===== src/vgaTimingPkg.sv =====
package vgaTimingPkg;

	////////////////////////////////////////////////////////////////////////////
	// 640x480 raster at a 25 MHz pixel clock
	////////////////////////////////////////////////////////////////////////////

	// one counter width for both axes
	// 800 columns still fit in ten bits
	typedef logic [9:0] scanCount;

	// pixel clocks per line, sync included
	localparam int hTotalDefault = 800;
	// lines per frame
	localparam int vTotalDefault = 521;

	// sync pulse lengths, counted from position 0
	localparam int hPulseDefault = 96;
	localparam int vPulseDefault = 2;

	// first active column
	localparam int hBackPorch = 144;
	// first column past the active area
	localparam int hFrontPorch = 784;

	// first active line
	localparam int vBackPorch = 31;
	// first line past the active area
	localparam int vFrontPorch = 511;

	// active area is therefore 640 columns by 480 lines

endpackage


===== src/glyphArtPkg.sv =====
package glyphArtPkg;

	// one decimal digit
	typedef logic [3:0] bcdDigit;
	// one bit per stroke, top stroke in the msb
	typedef logic [6:0] segWord;
	// rrr ggg bb
	typedef logic [7:0] pixelColor;

	// stroke bit positions inside a segWord
	localparam int segTop = 6;
	localparam int segUpLeft = 5;
	localparam int segUpRight = 4;
	localparam int segMiddle = 3;
	localparam int segLowLeft = 2;
	localparam int segLowRight = 1;
	localparam int segBottom = 0;

	////////////////////////////////////////////////////////////////////////////
	// glyphs
	////////////////////////////////////////////////////////////////////////////

	// indexed by digit value
	localparam segWord digitGlyphs [10] = '{
		7'b1110111, 7'b0010010, 7'b1011101, 7'b1011011, 7'b0111010,
		7'b1101011, 7'b1101111, 7'b1010010, 7'b1111111, 7'b1111011
	};
	localparam segWord glyphBlank = 7'b0000000;
	// letters for the two messages
	localparam segWord glyphU = 7'b0110111;
	localparam segWord glyphR = 7'b0001100;
	localparam segWord glyphB = 7'b0101111;
	// two of these side by side make a W
	localparam segWord glyphWHalf = 7'b0110111;
	// same strokes as a 1
	localparam segWord glyphI = 7'b0010010;
	localparam segWord glyphN = 7'b1110110;

	////////////////////////////////////////////////////////////////////////////
	// slot layout
	////////////////////////////////////////////////////////////////////////////

	localparam int slotCount = 4;
	localparam int slotWidth = 80;
	localparam int strokeWidth = 5;
	// rows below vBackPorch
	localparam int glyphTop = 255;
	// top stroke to middle stroke, middle to bottom
	localparam int halfHeight = 80;

	// left to right: white, yellow, cyan, green
	localparam pixelColor slotPalette [slotCount] = '{8'hFF, 8'hFC, 8'h1F, 8'h1C};

	// balances from here on show the win message
	localparam int winThreshold = 1000;

endpackage


===== src/balanceSplitter.sv =====
`timescale 1ns/1ps

module balanceSplitter
	import glyphArtPkg::*;
(
	input logic dclk,
	input logic clr,
	input logic [26:0] balance,
	output bcdDigit digitThousands,
	output bcdDigit digitHundreds,
	output bcdDigit digitTens,
	output bcdDigit digitOnes,
	output logic atWin,
	output logic atBust
);

	// only the low four decimal places are shown
	logic [26:0] lowPart;

	assign lowPart = balance % 27'd10000;

	always_ff @(posedge dclk or posedge clr)
	begin
		if (clr)
		begin
			digitThousands <= '0;
			digitHundreds <= '0;
			digitTens <= '0;
			digitOnes <= '0;
			atWin <= 1'b0;
			atBust <= 1'b0;
		end
		else
		begin
			// lowPart below 10000, so each quotient fits a digit
			digitThousands <= bcdDigit'(lowPart / 27'd1000);
			digitHundreds <= bcdDigit'((lowPart / 27'd100) % 27'd10);
			digitTens <= bcdDigit'((lowPart / 27'd10) % 27'd10);
			digitOnes <= bcdDigit'(lowPart % 27'd10);
			// flags use the full balance, not the shown part
			atWin <= (balance >= 27'(winThreshold));
			atBust <= (balance == '0);
		end
	end

	// the divider must never hand on a non-decimal nibble
	digitsDecimal: assert property (@(posedge dclk) disable iff (clr)
		digitThousands <= 4'd9 && digitHundreds <= 4'd9 &&
		digitTens <= 4'd9 && digitOnes <= 4'd9);

endmodule


===== src/glyphSelector.sv =====
`timescale 1ns/1ps

module glyphSelector
	import glyphArtPkg::*;
(
	input logic dclk,
	input logic clr,
	input bcdDigit digitThousands,
	input bcdDigit digitHundreds,
	input bcdDigit digitTens,
	input bcdDigit digitOnes,
	input logic atWin,
	input logic atBust,
	output segWord slotGlyph0,
	output segWord slotGlyph1,
	output segWord slotGlyph2,
	output segWord slotGlyph3
);

	// next glyph per slot, slot 0 leftmost
	segWord glyphNext [slotCount];

	// digit to strokes
	// out-of-range values stay dark
	function automatic segWord digitGlyph(bcdDigit d);
		segWord seg;
		if (d <= 4'd9)
			seg = digitGlyphs[d];
		else
			seg = glyphBlank;
		return seg;
	endfunction

	////////////////////////////////////////////////////////////////////////////
	// message override
	////////////////////////////////////////////////////////////////////////////

	always_comb
	begin
		if (atWin)
		begin
			// WIn, the W spans two slots
			glyphNext = '{glyphWHalf, glyphWHalf, glyphI, glyphN};
		end
		else if (atBust)
		begin
			// Urbr
			glyphNext = '{glyphU, glyphR, glyphB, glyphR};
		end
		else
		begin
			glyphNext[0] = digitGlyph(digitThousands);
			glyphNext[1] = digitGlyph(digitHundreds);
			glyphNext[2] = digitGlyph(digitTens);
			glyphNext[3] = digitGlyph(digitOnes);
		end
	end

	// second pipeline stage
	always_ff @(posedge dclk or posedge clr)
	begin
		if (clr)
		begin
			slotGlyph0 <= glyphBlank;
			slotGlyph1 <= glyphBlank;
			slotGlyph2 <= glyphBlank;
			slotGlyph3 <= glyphBlank;
		end
		else
		begin
			slotGlyph0 <= glyphNext[0];
			slotGlyph1 <= glyphNext[1];
			slotGlyph2 <= glyphNext[2];
			slotGlyph3 <= glyphNext[3];
		end
	end

	// the splitter flags come from disjoint balance ranges
	flagsExclusive: assert property (@(posedge dclk) disable iff (clr)
		!(atWin && atBust));

endmodule


===== src/rasterScan.sv =====
`timescale 1ns/1ps

module rasterScan
	import vgaTimingPkg::*;
#(
	parameter int hTotal = hTotalDefault,
	parameter int vTotal = vTotalDefault,
	parameter int hPulse = hPulseDefault,
	parameter int vPulse = vPulseDefault
)
(
	input logic dclk,
	input logic clr,
	output scanCount hPos,
	output scanCount vPos,
	output logic hsync,
	output logic vsync
);

	// column counter steps every clock
	// line counter steps at the end of each line
	always_ff @(posedge dclk or posedge clr)
	begin
		if (clr)
		begin
			hPos <= '0;
			vPos <= '0;
		end
		else if (hPos == scanCount'(hTotal - 1))
		begin
			hPos <= '0;
			// last line wraps back to the top
			if (vPos == scanCount'(vTotal - 1))
				vPos <= '0;
			else
				vPos <= vPos + 1'b1;
		end
		else
		begin
			hPos <= hPos + 1'b1;
		end
	end

	// active low, pulse at the start of line and frame
	assign hsync = (hPos >= scanCount'(hPulse));
	assign vsync = (vPos >= scanCount'(vPulse));

	hPosInRange: assert property (@(posedge dclk) disable iff (clr)
		hPos < scanCount'(hTotal));
	vPosInRange: assert property (@(posedge dclk) disable iff (clr)
		vPos < scanCount'(vTotal));

endmodule


===== src/digitPainter.sv =====
`timescale 1ns/1ps

module digitPainter
	import vgaTimingPkg::*;
	import glyphArtPkg::*;
(
	input scanCount hPos,
	input scanCount vPos,
	input segWord slotGlyph0,
	input segWord slotGlyph1,
	input segWord slotGlyph2,
	input segWord slotGlyph3,
	output pixelColor pixelOut
);

	// stroke geometry in counter width
	localparam scanCount strokeW = scanCount'(strokeWidth);
	localparam scanCount topRow = scanCount'(glyphTop);
	localparam scanCount midRow = scanCount'(glyphTop + halfHeight);
	localparam scanCount botRow = scanCount'(glyphTop + 2 * halfHeight);
	localparam scanCount rightCol = scanCount'(slotWidth - strokeWidth);

	segWord glyphs [slotCount];
	// position relative to the top left of the active area
	scanCount hRel;
	scanCount vRel;
	logic inActive;

	assign glyphs[0] = slotGlyph0;
	assign glyphs[1] = slotGlyph1;
	assign glyphs[2] = slotGlyph2;
	assign glyphs[3] = slotGlyph3;

	assign inActive = (hPos >= scanCount'(hBackPorch)) && (hPos < scanCount'(hFrontPorch)) &&
		(vPos >= scanCount'(vBackPorch)) && (vPos < scanCount'(vFrontPorch));
	assign hRel = hPos - scanCount'(hBackPorch);
	assign vRel = vPos - scanCount'(vBackPorch);

	// x is inside the slot, y inside the active area
	function automatic logic strokeLit(segWord seg, scanCount x, scanCount y);
		logic leftEdge;
		logic rightEdge;
		logic upperBand;
		logic lowerBand;
		leftEdge = (x < strokeW);
		rightEdge = (x >= rightCol);
		// vertical strokes sit between the horizontal bars
		upperBand = (y >= topRow + strokeW) && (y < midRow);
		lowerBand = (y >= midRow + strokeW) && (y < botRow);
		return (seg[segTop] && y >= topRow && y < topRow + strokeW) ||
			(seg[segMiddle] && y >= midRow && y < midRow + strokeW) ||
			(seg[segBottom] && y >= botRow && y < botRow + strokeW) ||
			(seg[segUpLeft] && upperBand && leftEdge) ||
			(seg[segUpRight] && upperBand && rightEdge) ||
			(seg[segLowLeft] && lowerBand && leftEdge) ||
			(seg[segLowRight] && lowerBand && rightEdge);
	endfunction

	////////////////////////////////////////////////////////////////////////////
	// pixel colour
	////////////////////////////////////////////////////////////////////////////

	always_comb
	begin
		// black unless a lit stroke is hit
		pixelOut = '0;
		if (inActive)
		begin
			// columns past the last slot find no match
			for (int s = 0; s < slotCount; s++)
			begin
				if (hRel >= scanCount'(s * slotWidth) && hRel < scanCount'((s + 1) * slotWidth))
				begin
					if (strokeLit(glyphs[s], hRel - scanCount'(s * slotWidth), vRel))
						pixelOut = slotPalette[s];
				end
			end
		end
	end

endmodule


===== src/scoreboardVga.sv =====
`timescale 1ns/1ps

module scoreboardVga
	import vgaTimingPkg::*;
	import glyphArtPkg::*;
#(
	parameter int hTotal = hTotalDefault,
	parameter int vTotal = vTotalDefault,
	parameter int hPulse = hPulseDefault,
	parameter int vPulse = vPulseDefault
)
(
	input logic dclk,
	input logic clr,
	input logic [26:0] balance,
	output logic hsync,
	output logic vsync,
	output logic [2:0] red,
	output logic [2:0] green,
	output logic [1:0] blue
);

	// splitter to selector
	bcdDigit digitThousands;
	bcdDigit digitHundreds;
	bcdDigit digitTens;
	bcdDigit digitOnes;
	logic atWin;
	logic atBust;
	// selector to painter
	segWord slotGlyph0;
	segWord slotGlyph1;
	segWord slotGlyph2;
	segWord slotGlyph3;
	// raster to painter
	scanCount hPos;
	scanCount vPos;
	pixelColor pixelOut;

	balanceSplitter splitter (.dclk, .clr, .balance, .digitThousands, .digitHundreds,
		.digitTens, .digitOnes, .atWin, .atBust);

	glyphSelector selector (.dclk, .clr, .digitThousands, .digitHundreds, .digitTens,
		.digitOnes, .atWin, .atBust, .slotGlyph0, .slotGlyph1, .slotGlyph2, .slotGlyph3);

	rasterScan #(.hTotal(hTotal), .vTotal(vTotal), .hPulse(hPulse), .vPulse(vPulse))
		raster (.dclk, .clr, .hPos, .vPos, .hsync, .vsync);

	digitPainter painter (.hPos, .vPos, .slotGlyph0, .slotGlyph1, .slotGlyph2,
		.slotGlyph3, .pixelOut);

	// rrr ggg bb onto the dac pins
	assign red = pixelOut[7:5];
	assign green = pixelOut[4:2];
	assign blue = pixelOut[1:0];

endmodule


===== config.mk =====
export PLATFORM = sky130hd
export DESIGN_NAME = scoreboardVga
export DESIGN_NICKNAME = d
export VERILOG_FILES = /design/src/vgaTimingPkg.sv /design/src/glyphArtPkg.sv /design/src/balanceSplitter.sv /design/src/glyphSelector.sv /design/src/rasterScan.sv /design/src/digitPainter.sv /design/src/scoreboardVga.sv
export SDC_FILE = /design/constraint.sdc
export NUM_CORES = 1
export LEC_CHECK = 0
export ABC_CLOCK_PERIOD_IN_PS = 6500
export BUFFER_PORTS_ARGS = -buffer_cell sky130_fd_sc_hd__buf_4
export CAP_MARGIN = 20
export CELL_PAD_IN_SITES_DETAIL_PLACEMENT = 1
export CELL_PAD_IN_SITES_GLOBAL_PLACEMENT = 2
export CORE_ASPECT_RATIO = 1.1
export CORE_MARGIN = 2
export CORE_UTILIZATION = 38
export CTS_BUF_LIST = sky130_fd_sc_hd__clkbuf_16
export DETAILED_ROUTE_END_ITERATION = 16
export PLACE_DENSITY_LB_ADDON = 0.1
export SYNTH_ARGS = -nofsm -noshare
export SYNTH_HDL_FRONTEND = slang
export SYNTH_SLANG_ARGS = --single-unit

===== constraint.sdc =====
create_clock -name dclk -period 6.5 [get_ports dclk]
set_input_delay 1.3 -clock dclk [delete_from_list [all_inputs] [get_ports dclk]]
set_output_delay 1.3 -clock dclk [all_outputs]
set_load 0.02 [all_outputs]

# Yosys cells after proc, flatten, opt, wreduce, memory -nomap -nowiden
# Memory sizes are Yosys's and may differ from the RTL's.
# Cells that the tools add are included.
[word_totals]
register_bits = 66
latchBits = 0
mem_bits_rw = 0
mem_bits_ro = 448
output_inout_bits = 10
elab_cells = 192
mem_count = 4
[memory_table]
columns = ["memory", "depth", "width", "read_ports", "rd_ports_with_merged_regs", "write_ports", "line", "text"]
rows = [
  ["(no name shown)", 16, 7, 1, 0, 0, "glyphSelector.sv:28", "seg = digitGlyphs[d];"],
  ["(no name shown)", 16, 7, 1, 0, 0, "glyphSelector.sv:28", ""],
  ["(no name shown)", 16, 7, 1, 0, 0, "glyphSelector.sv:28", ""],
  ["(no name shown)", 16, 7, 1, 0, 0, "glyphSelector.sv:28", ""],
]
[classes]
addsub = 7
mul = 0
n_div = 7
n_lt_le_gt_ge = 41
n_eq_ne = 2
shift = 0
muxes = 25
bitwise_logic = 4
reduce_logical = 90
[op_table]
columns = ["operator", "n"]
rows = [
  ["$mux W7", 12],
  ["$mod A27 B4 Y27 const B", 3],
  ["$mux W8", 9],
  ["$lt A10 B9 Y1 const B", 7],
  ["$logic_and A1 B1 Y1", 65],
  ["$ge A10 B7 Y1 const B", 6],
  ["$mux W28", 2],
  ["$ge A10 B8 Y1 const B", 4],
  ["$ge A10 B9 Y1 const B", 4],
  ["$lt A10 B3 Y1 const B", 4],
  ["$sub A10 B8 Y10 const B", 3],
  ["$div A27 B10 Y27 const B", 1],
  ["$div A27 B4 Y27 const B", 1],
  ["$div A27 B7 Y27 const B", 1],
  ["$ge A27 B10 Y1 const B", 1],
  ["$logic_not A27 Y1", 1],
  ["$mod A27 B14 Y27 const B", 1],
  ["$logic_or A1 B1 Y1", 24],
  ["$add A10 B1 Y10 const B", 2],
  ["$eq A10 B10 Y1 const B", 2],
  ["$ge A5 B5 Y1 const B", 4],
  ["$lt A10 B8 Y1 const B", 2],
  ["$mux W10", 2],
  ["$not A4 Y5", 4],
  ["8 further kinds", 11],
]

# Longest topological paths before layout
# Gate-level depths: netlist (run 1).
[depth]
ltp_word = 19
depth_mapped = 79
mapped_depth_nobuf = 65

# Modules after synthesis
# From an unflattened synthesis (run 1), not the netlist that was laid out.
[unflattened]
hier_cells = 1908
hier_area_um2 = 14171.1
[by_module_without_submodules]
columns = ["module", "instances", "cells_per_inst", "area_each_um2", "seq_area_each_um2"]
rows = [
  ["balanceSplitter", 1, 1477, 10274.9, 450.4],
  ["glyphSelector", 1, 159, 1662.8, 700.7],
  ["digitPainter", 1, 165, 1151.1, 0.0],
  ["rasterScan", 1, 107, 1082.3, 500.5],
]

# Worst setup path after synthesis (run 1)
# OpenSTA, ideal clock, no wires.
[synth_path]
path_kind = "input to register"
startpoint = "in balance[20]"
endpoint = "reg splitter.digitTens[2]"
setup_ns = 0.129
arrival_ns = 18.120
slack_ns = -11.749
stages = 70
path_buffers = 7
cell_sequence = "buf_4 or4_4 a21boi_2 o22ai_1 or2_1 or4_1 nand4b_1 a21boi_4 o21a_1 buf_4 mux2i_2 a32oi_2 a31oi_4 mux2i_2 nand4_1 and2_1 buf_4 mux2_4 (+34 left out) a2111oi_2 o21ai_1 a211o_1 and3_1 buf_6 mux2_4 o21ai_1 mux2i_1 o21a_2 xnor2_1 ha_1 o21a_1 o21ai_0 o21ai_1 mux2_2 a31o_1 a21o_1 mux2i_1"
[synth_between]
elab_chain_cells = 3
[synth_lines]
columns = ["item", "line", "text"]
rows = [
  ["start: declaration", "scoreboardVga.sv:15", "input logic [26:0] balance,"],
  ["$mod A27 B14 Y27", "balanceSplitter.sv:20", "assign lowPart = balance % 27'd10000;"],
  ["$div A27 B4 Y27", "balanceSplitter.sv:38", "digitTens <= bcdDigit'((lowPart / 27'd10) % 27'd10);"],
  ["$mod A27 B4 Y27", "balanceSplitter.sv:38", ""],
  ["end signal: assignment", "balanceSplitter.sv:38", ""],
  ["end: declaration", "balanceSplitter.sv:11", "output bcdDigit digitTens,"],
]
# Every way passes these cells.
# A chain may end at the register's enable or synchronous reset.

# Worst setup path after layout (run 1)
[layout_path]
startpoint = "in balance[17]"
endpoint = "reg splitter.digitOnes[2]"
[layout_between]
elab_chain_cells = 2
[layout_lines]
columns = ["item", "line", "text"]
rows = [
  ["$mod A27 B14 Y27", "balanceSplitter.sv:20", ""],
  ["$mod A27 B4 Y27", "balanceSplitter.sv:39", "digitOnes <= bcdDigit'(lowPart % 27'd10);"],
  ["end signal: assignment", "balanceSplitter.sv:39", ""],
  ["end: declaration", "balanceSplitter.sv:12", "output bcdDigit digitOnes,"],
]
# Every way passes these cells.

==> results of run 1 <==
[logic make-up (layout without fill, tap and decap cells)]
logic type / after synthesis / count (layout)
and+or+nand+nor: 779 / 780
AOI/OAI and AO/OA: 710 / 710
buffers and inverters: 182 / 875
xor gates and xnor gates: 118 / 118
DFF: 66 / 66
adders and majority gates: 60 / 60
muxes: 48 / 48
[worst min path at each step]
stage	from	end	slack, ns	depth (start not counted)
after global placement	raster.hPos[0]	raster.hPos[0]	0.48	1
final	raster.hPos[0]	raster.hPos[0]	0.50	1
after CTS	raster.hPos[0]	raster.hPos[0]	0.50	1
after detailed placement	raster.hPos[0]	raster.hPos[0]	0.50	1
after global routing	raster.hPos[0]	raster.hPos[0]	0.55	1
after floorplan	raster.hPos[0]	raster.hPos[0]	0.45	1
[metrics by stage]
stage / utilization (%) / cells
floorplan: - / 1963
global placement: 53.6 / 3013
detailed placement: 53.6 / 3013
CTS: 59.2 / 3100
global route: 62.4 / 3144
finish: 62.4 / 3144
[worst reg2reg max path: cells and delay by family (launching register included)]
| kind | cells | cell delay [ns] |
|---|---|---|
| simple gates | 5 | 1.36 |
| compound gates | 1 | 0.14 |
| buf+inv | 1 | 0.07 |
| flops | 1 | 0.50 |
[cells in the mapped netlist (9+ instances only)]
cell	number
o22ai_1	17
nand3_1	83
nor2_1	177
xor2_1	29
mux2_2	10
a22oi_1	14
mux2i_1	30
buf_4	14
buf_2	20
a22o_1	9
or4_1	10
ha_1	49
nor4_1	22
or2_2	19
a21boi_0	9
and2_1	32
o21ai_0	123
nor2b_1	15
a21oi_1	116
a31oi_1	33
dfrtp_1	66
nor3_1	70
and3_1	24
a211o_1	9
inv_1	68
o221ai_1	13
or3_1	25
nand2_1	182
nand4_1	31
and4_1	15
a21o_1	41
maj3_1	10
o21a_1	31
o31ai_1	16
xnor2_1	87
o21ai_1	33
nand2b_1	22
clkbuf_1	68
o211ai_1	32
a211oi_1	30
[area by class of cell]
cell class / count / share of cell area [%]
repair buffers: 785 / 27.3
multi-input cells: 1716 / 60.3
clock inverters: 5 / 0.111
clock buffers: 9 / 0.998
well taps: 487 / 2.70
flip-flops and latches: 66 / 7.32
inverters: 76 / 1.30
[routing by layer]
layer,global-route usage [%],vias up
li1,-,8827
met1,36.4,9779
met2,61.1,791
met3,2.71,361
met4,13.2,0
met5,0,-
[what timing repair did]
item                                    in CTS  in global routing
pin swaps                                  152                134
cloned                                       1                  1
endpoints found under the setup margin      15                 23
gates resized for setup                    274                178
setup buffers                               74                 48
hold endpoints to repair                     0                  0
[state kept, by name, summed over array words and instances (netlist names), 4 cells and up]
| signal | flops |
|---|---|
| splitter.digitTens | 4 |
| splitter.digitOnes | 4 |
| selector.slotGlyph1 | 7 |
| splitter.digitHundreds | 4 |
| splitter.digitThousands | 4 |
| raster.vPos | 10 |
| selector.slotGlyph0 | 7 |
| selector.slotGlyph3 | 7 |
| raster.hPos | 10 |
| selector.slotGlyph2 | 7 |
==> metrics.md, run 1 <==
| Metric | Value |
|---|---|
| #FFs+latches synth | 66 |
| Area of the core | 0.0362 mm^2 |
| First DRT Iteration DRCs | 1162 |
| Die area | 0.0382 mm^2 |
| Asr flop ratio synth | 100% |
| CP most frequent cell | buf_4 |
| Worst path max stage delay | 0.56 ns |
| Met3 WL post-DR | 3.63 mm |
| Outcome | complete, but fails checks |
| Hold Buf Count CTS | 0 |
| Largest family of logic cells by synthesized area | compound AO/OA/AOI/OAI gates |
| Pre-CTS worst setup slack | -12.00 ns |
| FF+latch area | 0.00165 mm^2 |
| CP delay by family, top | compound AO/OA/AOI/OAI gates |
| Mean routed wirelength per cell | 23.5 um |
| Post-Route Setup TNS | -172.74 ns |
| Top post-synthesis cells by area | dfrtp_1 (12%), xnor2_1 (5.5%), nand2_1 (4.9%), nor2_1 (4.8%), o21ai_0 (4.4%) |
| Yosys cell types | 132 |
| Cells after Synth | 1963 |
| Hold Violations, Final | 0 |
| Synth Area per Inst | 7.09 um^2 |
| Final wirelength | 73.9 mm |
| Crit Path Max Fanout | 8 |
| Slew headroom | 37.6% |
| First-pass GRT wire length | 102 mm |
| Failing checks | negative setup slack |
| Gr usage total | 31.9% |
| Critical path type | input pin to flop |
| Max-cap violations | 0 |
| Diodes inserted | 0 |
| I/O pins | 39 |
| WHS | 0.498 ns |
| Register area share after synthesis | 11.9% |
| Cell depth of the worst setup path | 77 |
| Routability Congestion | 0.912 |
| Worst-Skew Late Latency | 0.34 ns |
| Mapped Area | 0.0139 mm^2 |
| Fill count | 4460 |
| Fin crit period | 18.87 ns |
| Num CTS Buffers | 9 |
| Setup WS post-layout | -12.37 ns |
| Adder-Cell Fraction of Synth Area | 5.20% |
| Setup crit end | splitter.digitOnes[2] |
| M1 WL | 28.2 mm |
| Synthesis Warnings | 0 |
| Simple-Gate Fraction of Synth Area | 28.6% |
| Final setup vio count | 15 |
| Crit path buffers/inverters | 14 |
| Startpoint types | input pin |
| Xor/xnor share of the synthesized area | 7.61% |
| Syn_nets | 2041 |
| RR Startpoint | raster.vPos[5] |
| DRT antenna net count | 0 |
| FF-to-FF path depth | 7 |
| GR Overflow Total | 0 |
| Worst R2R End | raster.vPos[2] |
| CTS tree | yes |
| Syn-to-layout area delta | 62.0% |
| Multi-input logic area | 0.0136 mm^2 |
| # nets final | 2732 |
| Largest net degree at the start of global routing | 67 |
| DR vias | 19800 |
| Design area | 0.0226 mm^2 |
| PortBufs | 38 |
| Unrepaired setup endpoints after global routing | yes |
| Layout cells sized above 1 | 45.6% |
| Slew Limit Fails | 0 |
| CP max-delay cell | or4_4 |
| Reg2reg setup slack | 4.31 ns |
| Final HPWL DP | 45.3 mm |
| Top Metal Used | met4 |
| # clock sinks | 66 |
| Compound-Gate Fraction of Synth Area | 37.1% |
| Top-area cell type share of the netlist area | 11.9% |
| Crit path from | balance[17] |
| Mux contribution to synthesized area | 3.88% |
| Commonest non-fill, non-tap cells in the layout | buf_4 (722), nand2_1 (171), nor2_1 (160) |
| Worst-Margin Slew | 0.932 ns |
| Clock transition at path regs | 0.06 ns |
| Num rows | 73 |
| Area post-placement | 0.0194 mm^2 |
| Yosys top cell by area | dfrtp_1 |
| Hold crit path type | flop to flop |
| H-tree Lvls | 3 |
| Initial antenna violation count | 1 |
| Post-synth EDFFs | 0 |
| Root buf cell | clkbuf_16 |
| CP required | 6.73 ns |
| Post-synth top flop | dfrtp_1 |
| Drc violations | 0 |
| Die X | 187 um |
| Vias per cell | 6.28 |
| Met2 wire len | 37.7 mm |
| WP data arrival | 19.09 ns |
| CTS max path bufs | 2 |
| TritonRoute pass-1 iters | 7 |
| Fin crit share | 290% |
| Initial Util | 38.5% |
| Die H | 205 um |
| Most common cell after layout, fill and taps aside | buf_4 |
| Max frequency | 53.0 MHz |
| Max Clock Skew | 0.0144 ns |
| Vias in the first global route | 20200 |
| Critical Path End Type | flop |
Power of run 1 is not shown: default switching activity piles up to over one toggle a cycle in this logic, so the estimate is an artifact.
==> run 2: changes to the inputs <==
--- a/config.mk
+++ b/config.mk
@@ -10,7 +10,6 @@
 export CAP_MARGIN = 20
 export CELL_PAD_IN_SITES_DETAIL_PLACEMENT = 1
 export CELL_PAD_IN_SITES_GLOBAL_PLACEMENT = 2
-export CORE_ASPECT_RATIO = 1.1
 export CORE_MARGIN = 2
 export CORE_UTILIZATION = 38
 export CTS_BUF_LIST = sky130_fd_sc_hd__clkbuf_16
==> run 2 against run 1 <==
The run still ends with negative setup slack left. Worst setup slack better by 1.0 ns. Register-to-register slack worse by 0.03 ns. Hold slack better by 0.0049 ns. Clock-buffer cell count unchanged. Routed wire length down 6.2%. Maximum frequency up 5.8%. Global-route usage down 0.074 points. Via count down 2.3%. Cell count down 0.80%. Critical path depth down 1. Flip-flop and latch count unchanged. Critical endpoint is now splitter.digitTens[2]. Largest cell class unchanged. Highest routed layer unchanged.
==> metrics.md, run 2 (synthesis gave the netlist of run 1 again) <==
| Metric | Value |
|---|---|
| Final HPWL DP | 45.5 mm (+0.39%) |
| Final wirelength | 69.3 mm (-6.2%) |
| Drc violations | 0 (unchanged) |
| Unrepaired setup endpoints after global routing | yes |
| Startpoint types | input pin |
| Root buf cell | clkbuf_16 |
| Max-cap violations | 0 (unchanged) |
| Mean routed wirelength per cell | 22.2 um (-5.5%) |
| Met2 GRT Util | 60.0% (-1.1 points) |
| Initial antenna violation count | 0 (-1) |
| Failing checks | negative setup slack |
| # clock sinks | 66 (unchanged) |
| WHS | 0.503 ns (+0.00494 ns) |
| Largest net degree at the start of global routing | 67 (unchanged) |
| First DRT Iteration DRCs | 1247 (+7.3%) |
| Worst-Skew Late Latency | 0.34 ns (about the same) |
| Slew Limit Fails | 0 (unchanged) |
| Post-Route Setup TNS | -163.22 ns (+9.52 ns) |
| PortBufs | 38 (unchanged) |
| # nets final | 2724 (-0.29%) |
| I/O pins | 39 (unchanged) |
| Syn-to-layout area delta | 62.9% |
| GR Overflow Total | 0 (unchanged) |
| Final setup vio count | 15 (unchanged) |
| Vias in the first global route | 19900 (-1.9%) |
| Hold Path End | raster.hPos[0] |
| H-tree Lvls | 3 (unchanged) |
| RR Startpoint | raster.vPos[5] |
| Design area | 0.0227 mm^2 (+0.52%) |
| FF-to-FF path depth | 7 (unchanged) |
| Max frequency | 56.1 MHz (+5.8%) |
| Outcome | complete, but fails checks |
| WP data arrival | 18.09 ns (-1.00 ns) |
| DR vias | 19300 (-2.3%) |
| Layout cells sized above 1 | 46.5% (+0.93 points) |
| Routability Congestion | 0.890 (-2.4%) |
| Setup WS post-layout | -11.33 ns (+1.04 ns) |
| CP most frequent cell | buf_4 |
| CP required | 6.76 ns (+0.03 ns) |
| Crit Path Max Fanout | 8 (unchanged) |
| Initial Util | 38.3% (-0.19 points) |
| TritonRoute pass-1 iters | 7 (unchanged) |
| Reg2reg setup slack | 4.28 ns (-0.03 ns) |
| Worst path max stage delay | 0.61 ns (+0.05 ns) |
| Clock transition at path regs | 0.07 ns (about the same) |
| CTS tree | yes |
| Biggest regs | raster.hPos: 10 flops, raster.vPos: 10 flops |
| Critical path type | input pin to flop |
| CP max-delay cell | or4_4 |
| Hold crit path type | flop to flop |
| Worst-Margin Slew | 0.855 ns (-0.0776 ns) |
| CTS max path bufs | 2 (unchanged) |
| Critical Path End Type | flop |
| Max Clock Skew | 0.0131 ns (-0.00132 ns) |
| Hold Violations, Final | 0 (unchanged) |
| Busiest layer in global routing | met2 |
| Fin crit period | 17.83 ns (-1.04 ns) |
| Diodes inserted | 0 (unchanged) |
| First-pass GRT wire length | 102 mm (-0.48%) |
| Die area | 0.0382 mm^2 (about the same) |
| Worst hold path depth | 1 (unchanged) |
| Area post-placement | 0.0194 mm^2 (-0.15%) |
| Die H | 195 um (-4.6%) |
| Area of the core | 0.0363 mm^2 (+0.49%) |
| Die X | 195 um (+4.8%) |
| Num CTS Buffers | 9 (unchanged) |
| DRT antenna net count | 0 (unchanged) |
| Most common cell after layout, fill and taps aside | buf_4 |
| Met3 Use GR | 2.69% (-0.013 points) |
| Commonest non-fill, non-tap cells in the layout | buf_4 (726), nand2_1 (173), nor2_1 (160) |
| Worst R2R End | raster.vPos[2] |
| Num rows | 70 (-4.1%) |
| Fill count | 4379 (-1.8%) |
| GR Util met1 | 38.3% (+1.9 points) |
| Slew headroom | 42.6% (+5.0 points) |
| Gr usage total | 31.9% (-0.074 points) |
| Layout Utilization | 62.4% (about the same) |
| HP Start | raster.hPos[0] |
| Hold Buf Count CTS | 0 (unchanged) |
| Vias per cell | 6.19 (-1.5%) |
| Fin crit share | 274% (-16 points) |
run 2: cell count changes in the layout (fill, tap and decap cells not counted), sizes merged:
cell	change
a21oi	+1
buf	-8
bufinv	+2
clkinv	-3
clkinvlp	+2
inv	+1
nand2	-1
run 2: critical path: cells and delay by family:
family                   cells  cell delay, ns
buffers and inverters       12            1.85
adder cells (fa/ha/maj)      1            0.25
AO/OA/AOI/OAI               33            8.00
AND/OR/NAND/NOR             19            4.12
XOR/XNOR                     3            0.54
multiplexers                 8            1.96
run 2: worst max-delay path by stage:
stage | from | cells past startpoint | endpoint
6_report | balance[17] | 76 | splitter.digitTens[2]
5_1_grt | balance[17] | 83 | splitter.digitTens[2]
4_1_cts | balance[17] | 71 | splitter.digitTens[2]
3_5_place_dp | balance[17] | 76 | splitter.digitTens[2]
3_3_place_gp | balance[17] | 75 | splitter.digitOnes[2]
2_1_floorplan | balance[17] | 74 | splitter.digitTens[2]
run 2: layer usage:
metal	up-vias	share of wire, %
met5	-	0
met4	0	4.1
met3	235	3.7
met2	614	52
met1	9642	41
li1	8811	-
run 2: timing repair:
action | 4_1_cts | 5_1_grt
setup buffers | 72 | 47
endpoints found under the setup margin | 15 | 15
pin swaps | 136 | 150
resized for setup | 281 | 183
gates cloned | 0 | 1
run 2: final cells by class:
| type | count | area, um^2 | area share [%] |
|---|---|---|---|
| Inverter | 76 | 293 | 1.29 |
| Clock buffer | 9 | 225 | 0.993 |
| Clock inverter | 7 | 100 | 0.441 |
| Sequential cell | 66 | 1650 | 7.28 |
| Multi-Input combinational cell | 1716 | 13800 | 60.7 |
| Timing Repair Buffer | 777 | 6070 | 26.8 |
| Tap cell | 468 | 586 | 2.58 |
run 2: stage by stage:
| step | std cells | setup WS, ns |
|---|---|---|
| after floorplan | 1963 | -10.88 |
| after global placement | 2990 | -11.26 |
| after detailed placement | 2990 | -11.97 |
| after CTS | 3074 | -10.49 |
| after global routing | 3119 | -11.82 |
| final | 3119 | -11.33 |
Power of run 2 is left out for the same reason.
==> run 3: changes to the inputs <==
--- a/config.mk
+++ b/config.mk
@@ -6,14 +6,14 @@
 export NUM_CORES = 1
 export LEC_CHECK = 0
 export ABC_CLOCK_PERIOD_IN_PS = 6500
-export BUFFER_PORTS_ARGS = -buffer_cell sky130_fd_sc_hd__buf_4
 export CAP_MARGIN = 20
 export CELL_PAD_IN_SITES_DETAIL_PLACEMENT = 1
 export CELL_PAD_IN_SITES_GLOBAL_PLACEMENT = 2
 export CORE_MARGIN = 2
-export CORE_UTILIZATION = 38
+export CORE_UTILIZATION = 39
 export CTS_BUF_LIST = sky130_fd_sc_hd__clkbuf_16
 export DETAILED_ROUTE_END_ITERATION = 16
+export DONT_BUFFER_PORTS = 1
 export PLACE_DENSITY_LB_ADDON = 0.1
 export SYNTH_ARGS = -nofsm -noshare
 export SYNTH_HDL_FRONTEND = slang
==> run 3 against run 2 <==
The flow still finishes with violations (negative setup slack). Via count grew 4.4%. Die area shrank 2.5%. Non-clock buffer count shrank 34. Worst setup slack lost 1.1 ns. Clock skew shrank 0.0040 ns. First-iteration DRC count grew 22%. Hold slack lost 0.016 ns. Critical path type unchanged. Maximum frequency shrank 5.8%. Highest routed layer unchanged. Cell count shrank 1.3%. Global-route usage grew 1.2 points. Cell area shrank 1.7%.
==> metrics.md, run 3 (synthesis gave the netlist of run 1 again) <==
| Metric | Value |
|---|---|
| Final setup vio count | 15 (unchanged) |
| Setup crit end | splitter.digitOnes[2] |
| Crit path from | balance[20] |
| Slew headroom | 40.7% (-1.9 points) |
| Critical Path End Type | flop |
| Fin crit period | 18.92 ns (+1.09 ns) |
| # nets final | 2690 (-1.2%) |
| Area post-placement | 0.0188 mm^2 (-2.7%) |
| Outcome | complete, but fails checks |
| Failing checks | negative setup slack |
| Commonest non-fill, non-tap cells in the layout | buf_4 (691), nand2_1 (172), nor2_1 (162) |
| CP max-delay cell | a2111oi_4 |
| Diodes inserted | 0 (unchanged) |
| Design area | 0.0223 mm^2 (-1.7%) |
| Mean routed wirelength per cell | 25.2 um (+13%) |
| First DRT Iteration DRCs | 1521 (+22%) |
| Die H | 193 um (-1.3%) |
| PortBufs | 0 (-100%) |
| I/O pins | 39 (unchanged) |
| DR vias | 20100 (+4.4%) |
| Startpoint types | input pin |
| TritonRoute pass-1 iters | 6 (-1) |
| CTS max path bufs | 2 (unchanged) |
| Vias in the first global route | 19800 (-0.35%) |
| Setup WS post-layout | -12.42 ns (-1.09 ns) |
| Worst-Skew Late Latency | 0.34 ns (about the same) |
| RR Startpoint | raster.vPos[5] |
| H-tree Lvls | 3 (unchanged) |
| Initial antenna violation count | 0 (unchanged) |
| Cell depth of the worst setup path | 79 (+3.9%) |
| Num rows | 69 (-1.4%) |
| CP most frequent cell | buf_4 |
| Fin crit share | 291% (+17 points) |
| Syn-to-layout area delta | 60.0% |
| Clock transition at path regs | 0.06 ns (about the same) |
| GR Overflow Total | 0 (unchanged) |
| Reg2reg setup slack | 4.17 ns (-0.11 ns) |
| Worst R2R End | raster.vPos[2] |
| Unrepaired setup endpoints after global routing | yes |
| Vias per cell | 6.54 (+5.7%) |
| Root buf cell | clkbuf_16 |
| FF+latch area | 0.00165 mm^2 (unchanged) |
| Most common cell after layout, fill and taps aside | buf_4 |
| Max frequency | 52.9 MHz (-5.8%) |
| Multi-input logic area | 0.0137 mm^2 (-0.45%) |
| Gr usage total | 33.1% (+1.2 points) |
| Worst-Margin Slew | 0.878 ns (+0.0234 ns) |
| Largest net degree at the start of global routing | 67 (unchanged) |
| Slew Limit Fails | 0 (unchanged) |
| FF-to-FF path depth | 7 (unchanged) |
| # clock sinks | 66 (unchanged) |
| Final HPWL DP | 44.8 mm (-1.7%) |
| Final wirelength | 77.4 mm (+12%) |
| Layout cells sized above 1 | 44.5% (-2.0 points) |
| CP delay by family, top | compound AO/OA/AOI/OAI gates |
| Crit Path Max Fanout | 11 (+3) |
| Hold crit path type | flop to flop |
| First-pass GRT wire length | 102 mm (-0.35%) |
| Hold Violations, Final | 0 (unchanged) |
| Drc violations | 0 (unchanged) |
| Num CTS Buffers | 9 (unchanged) |
| Worst path max stage delay | 0.52 ns (-0.09 ns) |
| CTS tree | yes |
| Crit path buffers/inverters | 16 (+4) |
| Biggest regs | raster.hPos: 10 flops, raster.vPos: 10 flops |
| Routability Congestion | 0.889 (about the same) |
| Max Clock Skew | 0.00911 ns (-0.00400 ns) |
| Area of the core | 0.0354 mm^2 (-2.6%) |
| Critical path type | input pin to flop |
| Initial Util | 39.3% (+1.0 points) |
| DRT antenna net count | 0 (unchanged) |
| CP required | 6.70 ns (-0.06 ns) |
| Fill count | 4286 (-2.1%) |
| Die X | 193 um (-1.3%) |
| WP data arrival | 19.11 ns (+1.02 ns) |
| Max-cap violations | 0 (unchanged) |
| Hold Buf Count CTS | 0 (unchanged) |
| Die area | 0.0372 mm^2 (-2.5%) |
## run 3: cell types whose count changed in the layout (fill, tap and decap cells not counted), moves of 5 or more
cell and change:
o21ai_2 -7, nor3_1 +5, buf_4 -35, nor3_2 -8, o21ai_0 +7, a21oi_2 -17
a21oi_1 +8, a21oi_4 +8
## run 3: worst min path at each step
stage                               from  cells past startpoint  slack [ns]              to
after global routing      raster.hPos[0]                      1        0.52  raster.hPos[0]
after global placement    raster.hPos[0]                      1        0.48  raster.hPos[0]
final                     raster.hPos[0]                      1        0.49  raster.hPos[0]
after detailed placement  raster.hPos[0]                      1        0.49  raster.hPos[0]
after floorplan           raster.hPos[0]                      1        0.45  raster.hPos[0]
after CTS                 raster.hPos[0]                      1        0.50  raster.hPos[0]
## run 3: metal layers
| layer | vias up | GRT usage, % | part of all wire, % |
|---|---|---|---|
| li1 | 8744 | - | - |
| met1 | 10000 | 39.3 | 38 |
| met2 | 965 | 62.2 | 50 |
| met3 | 416 | 3.11 | 5.9 |
| met4 | 0 | 10.7 | 6.2 |
| met5 | - | 0 | 0 |
## run 3: final cells by class
type                    count  share of cell area (%)
repair buffers            743                    26.0
well taps                 461                    2.59
multi-input cells        1716                    61.5
inverters                  76                    1.30
clock inverters             7                   0.202
clock buffers               9                    1.01
flip-flops and latches     66                    7.41
## run 3: metrics by stage
stage / instances / utilization (%) / hold WS (ns) / worst slack (ns) / TNS [ns]
floorplan: 1963 / - / 0.455 / -10.88 / -154.64
global placement: 2917 / 53.2 / 0.485 / -11.17 / -162.04
detailed placement: 2917 / 53.2 / 0.491 / -11.84 / -170.48
CTS: 3024 / 58.8 / 0.500 / -10.35 / -150.02
global route: 3078 / 63.0 / 0.519 / -12.94 / -181.55
finish: 3078 / 63.0 / 0.488 / -12.42 / -174.83
## run 3: timing repair
item / 4_1_cts / 5_1_grt
gates resized for setup: 228 / 206
gates cloned: 1 / 0
setup endpoints to repair: 15 / 15
buffers inserted: 91 / 63
pin swaps: 134 / 135
Power of run 3 is left out for the same reason.
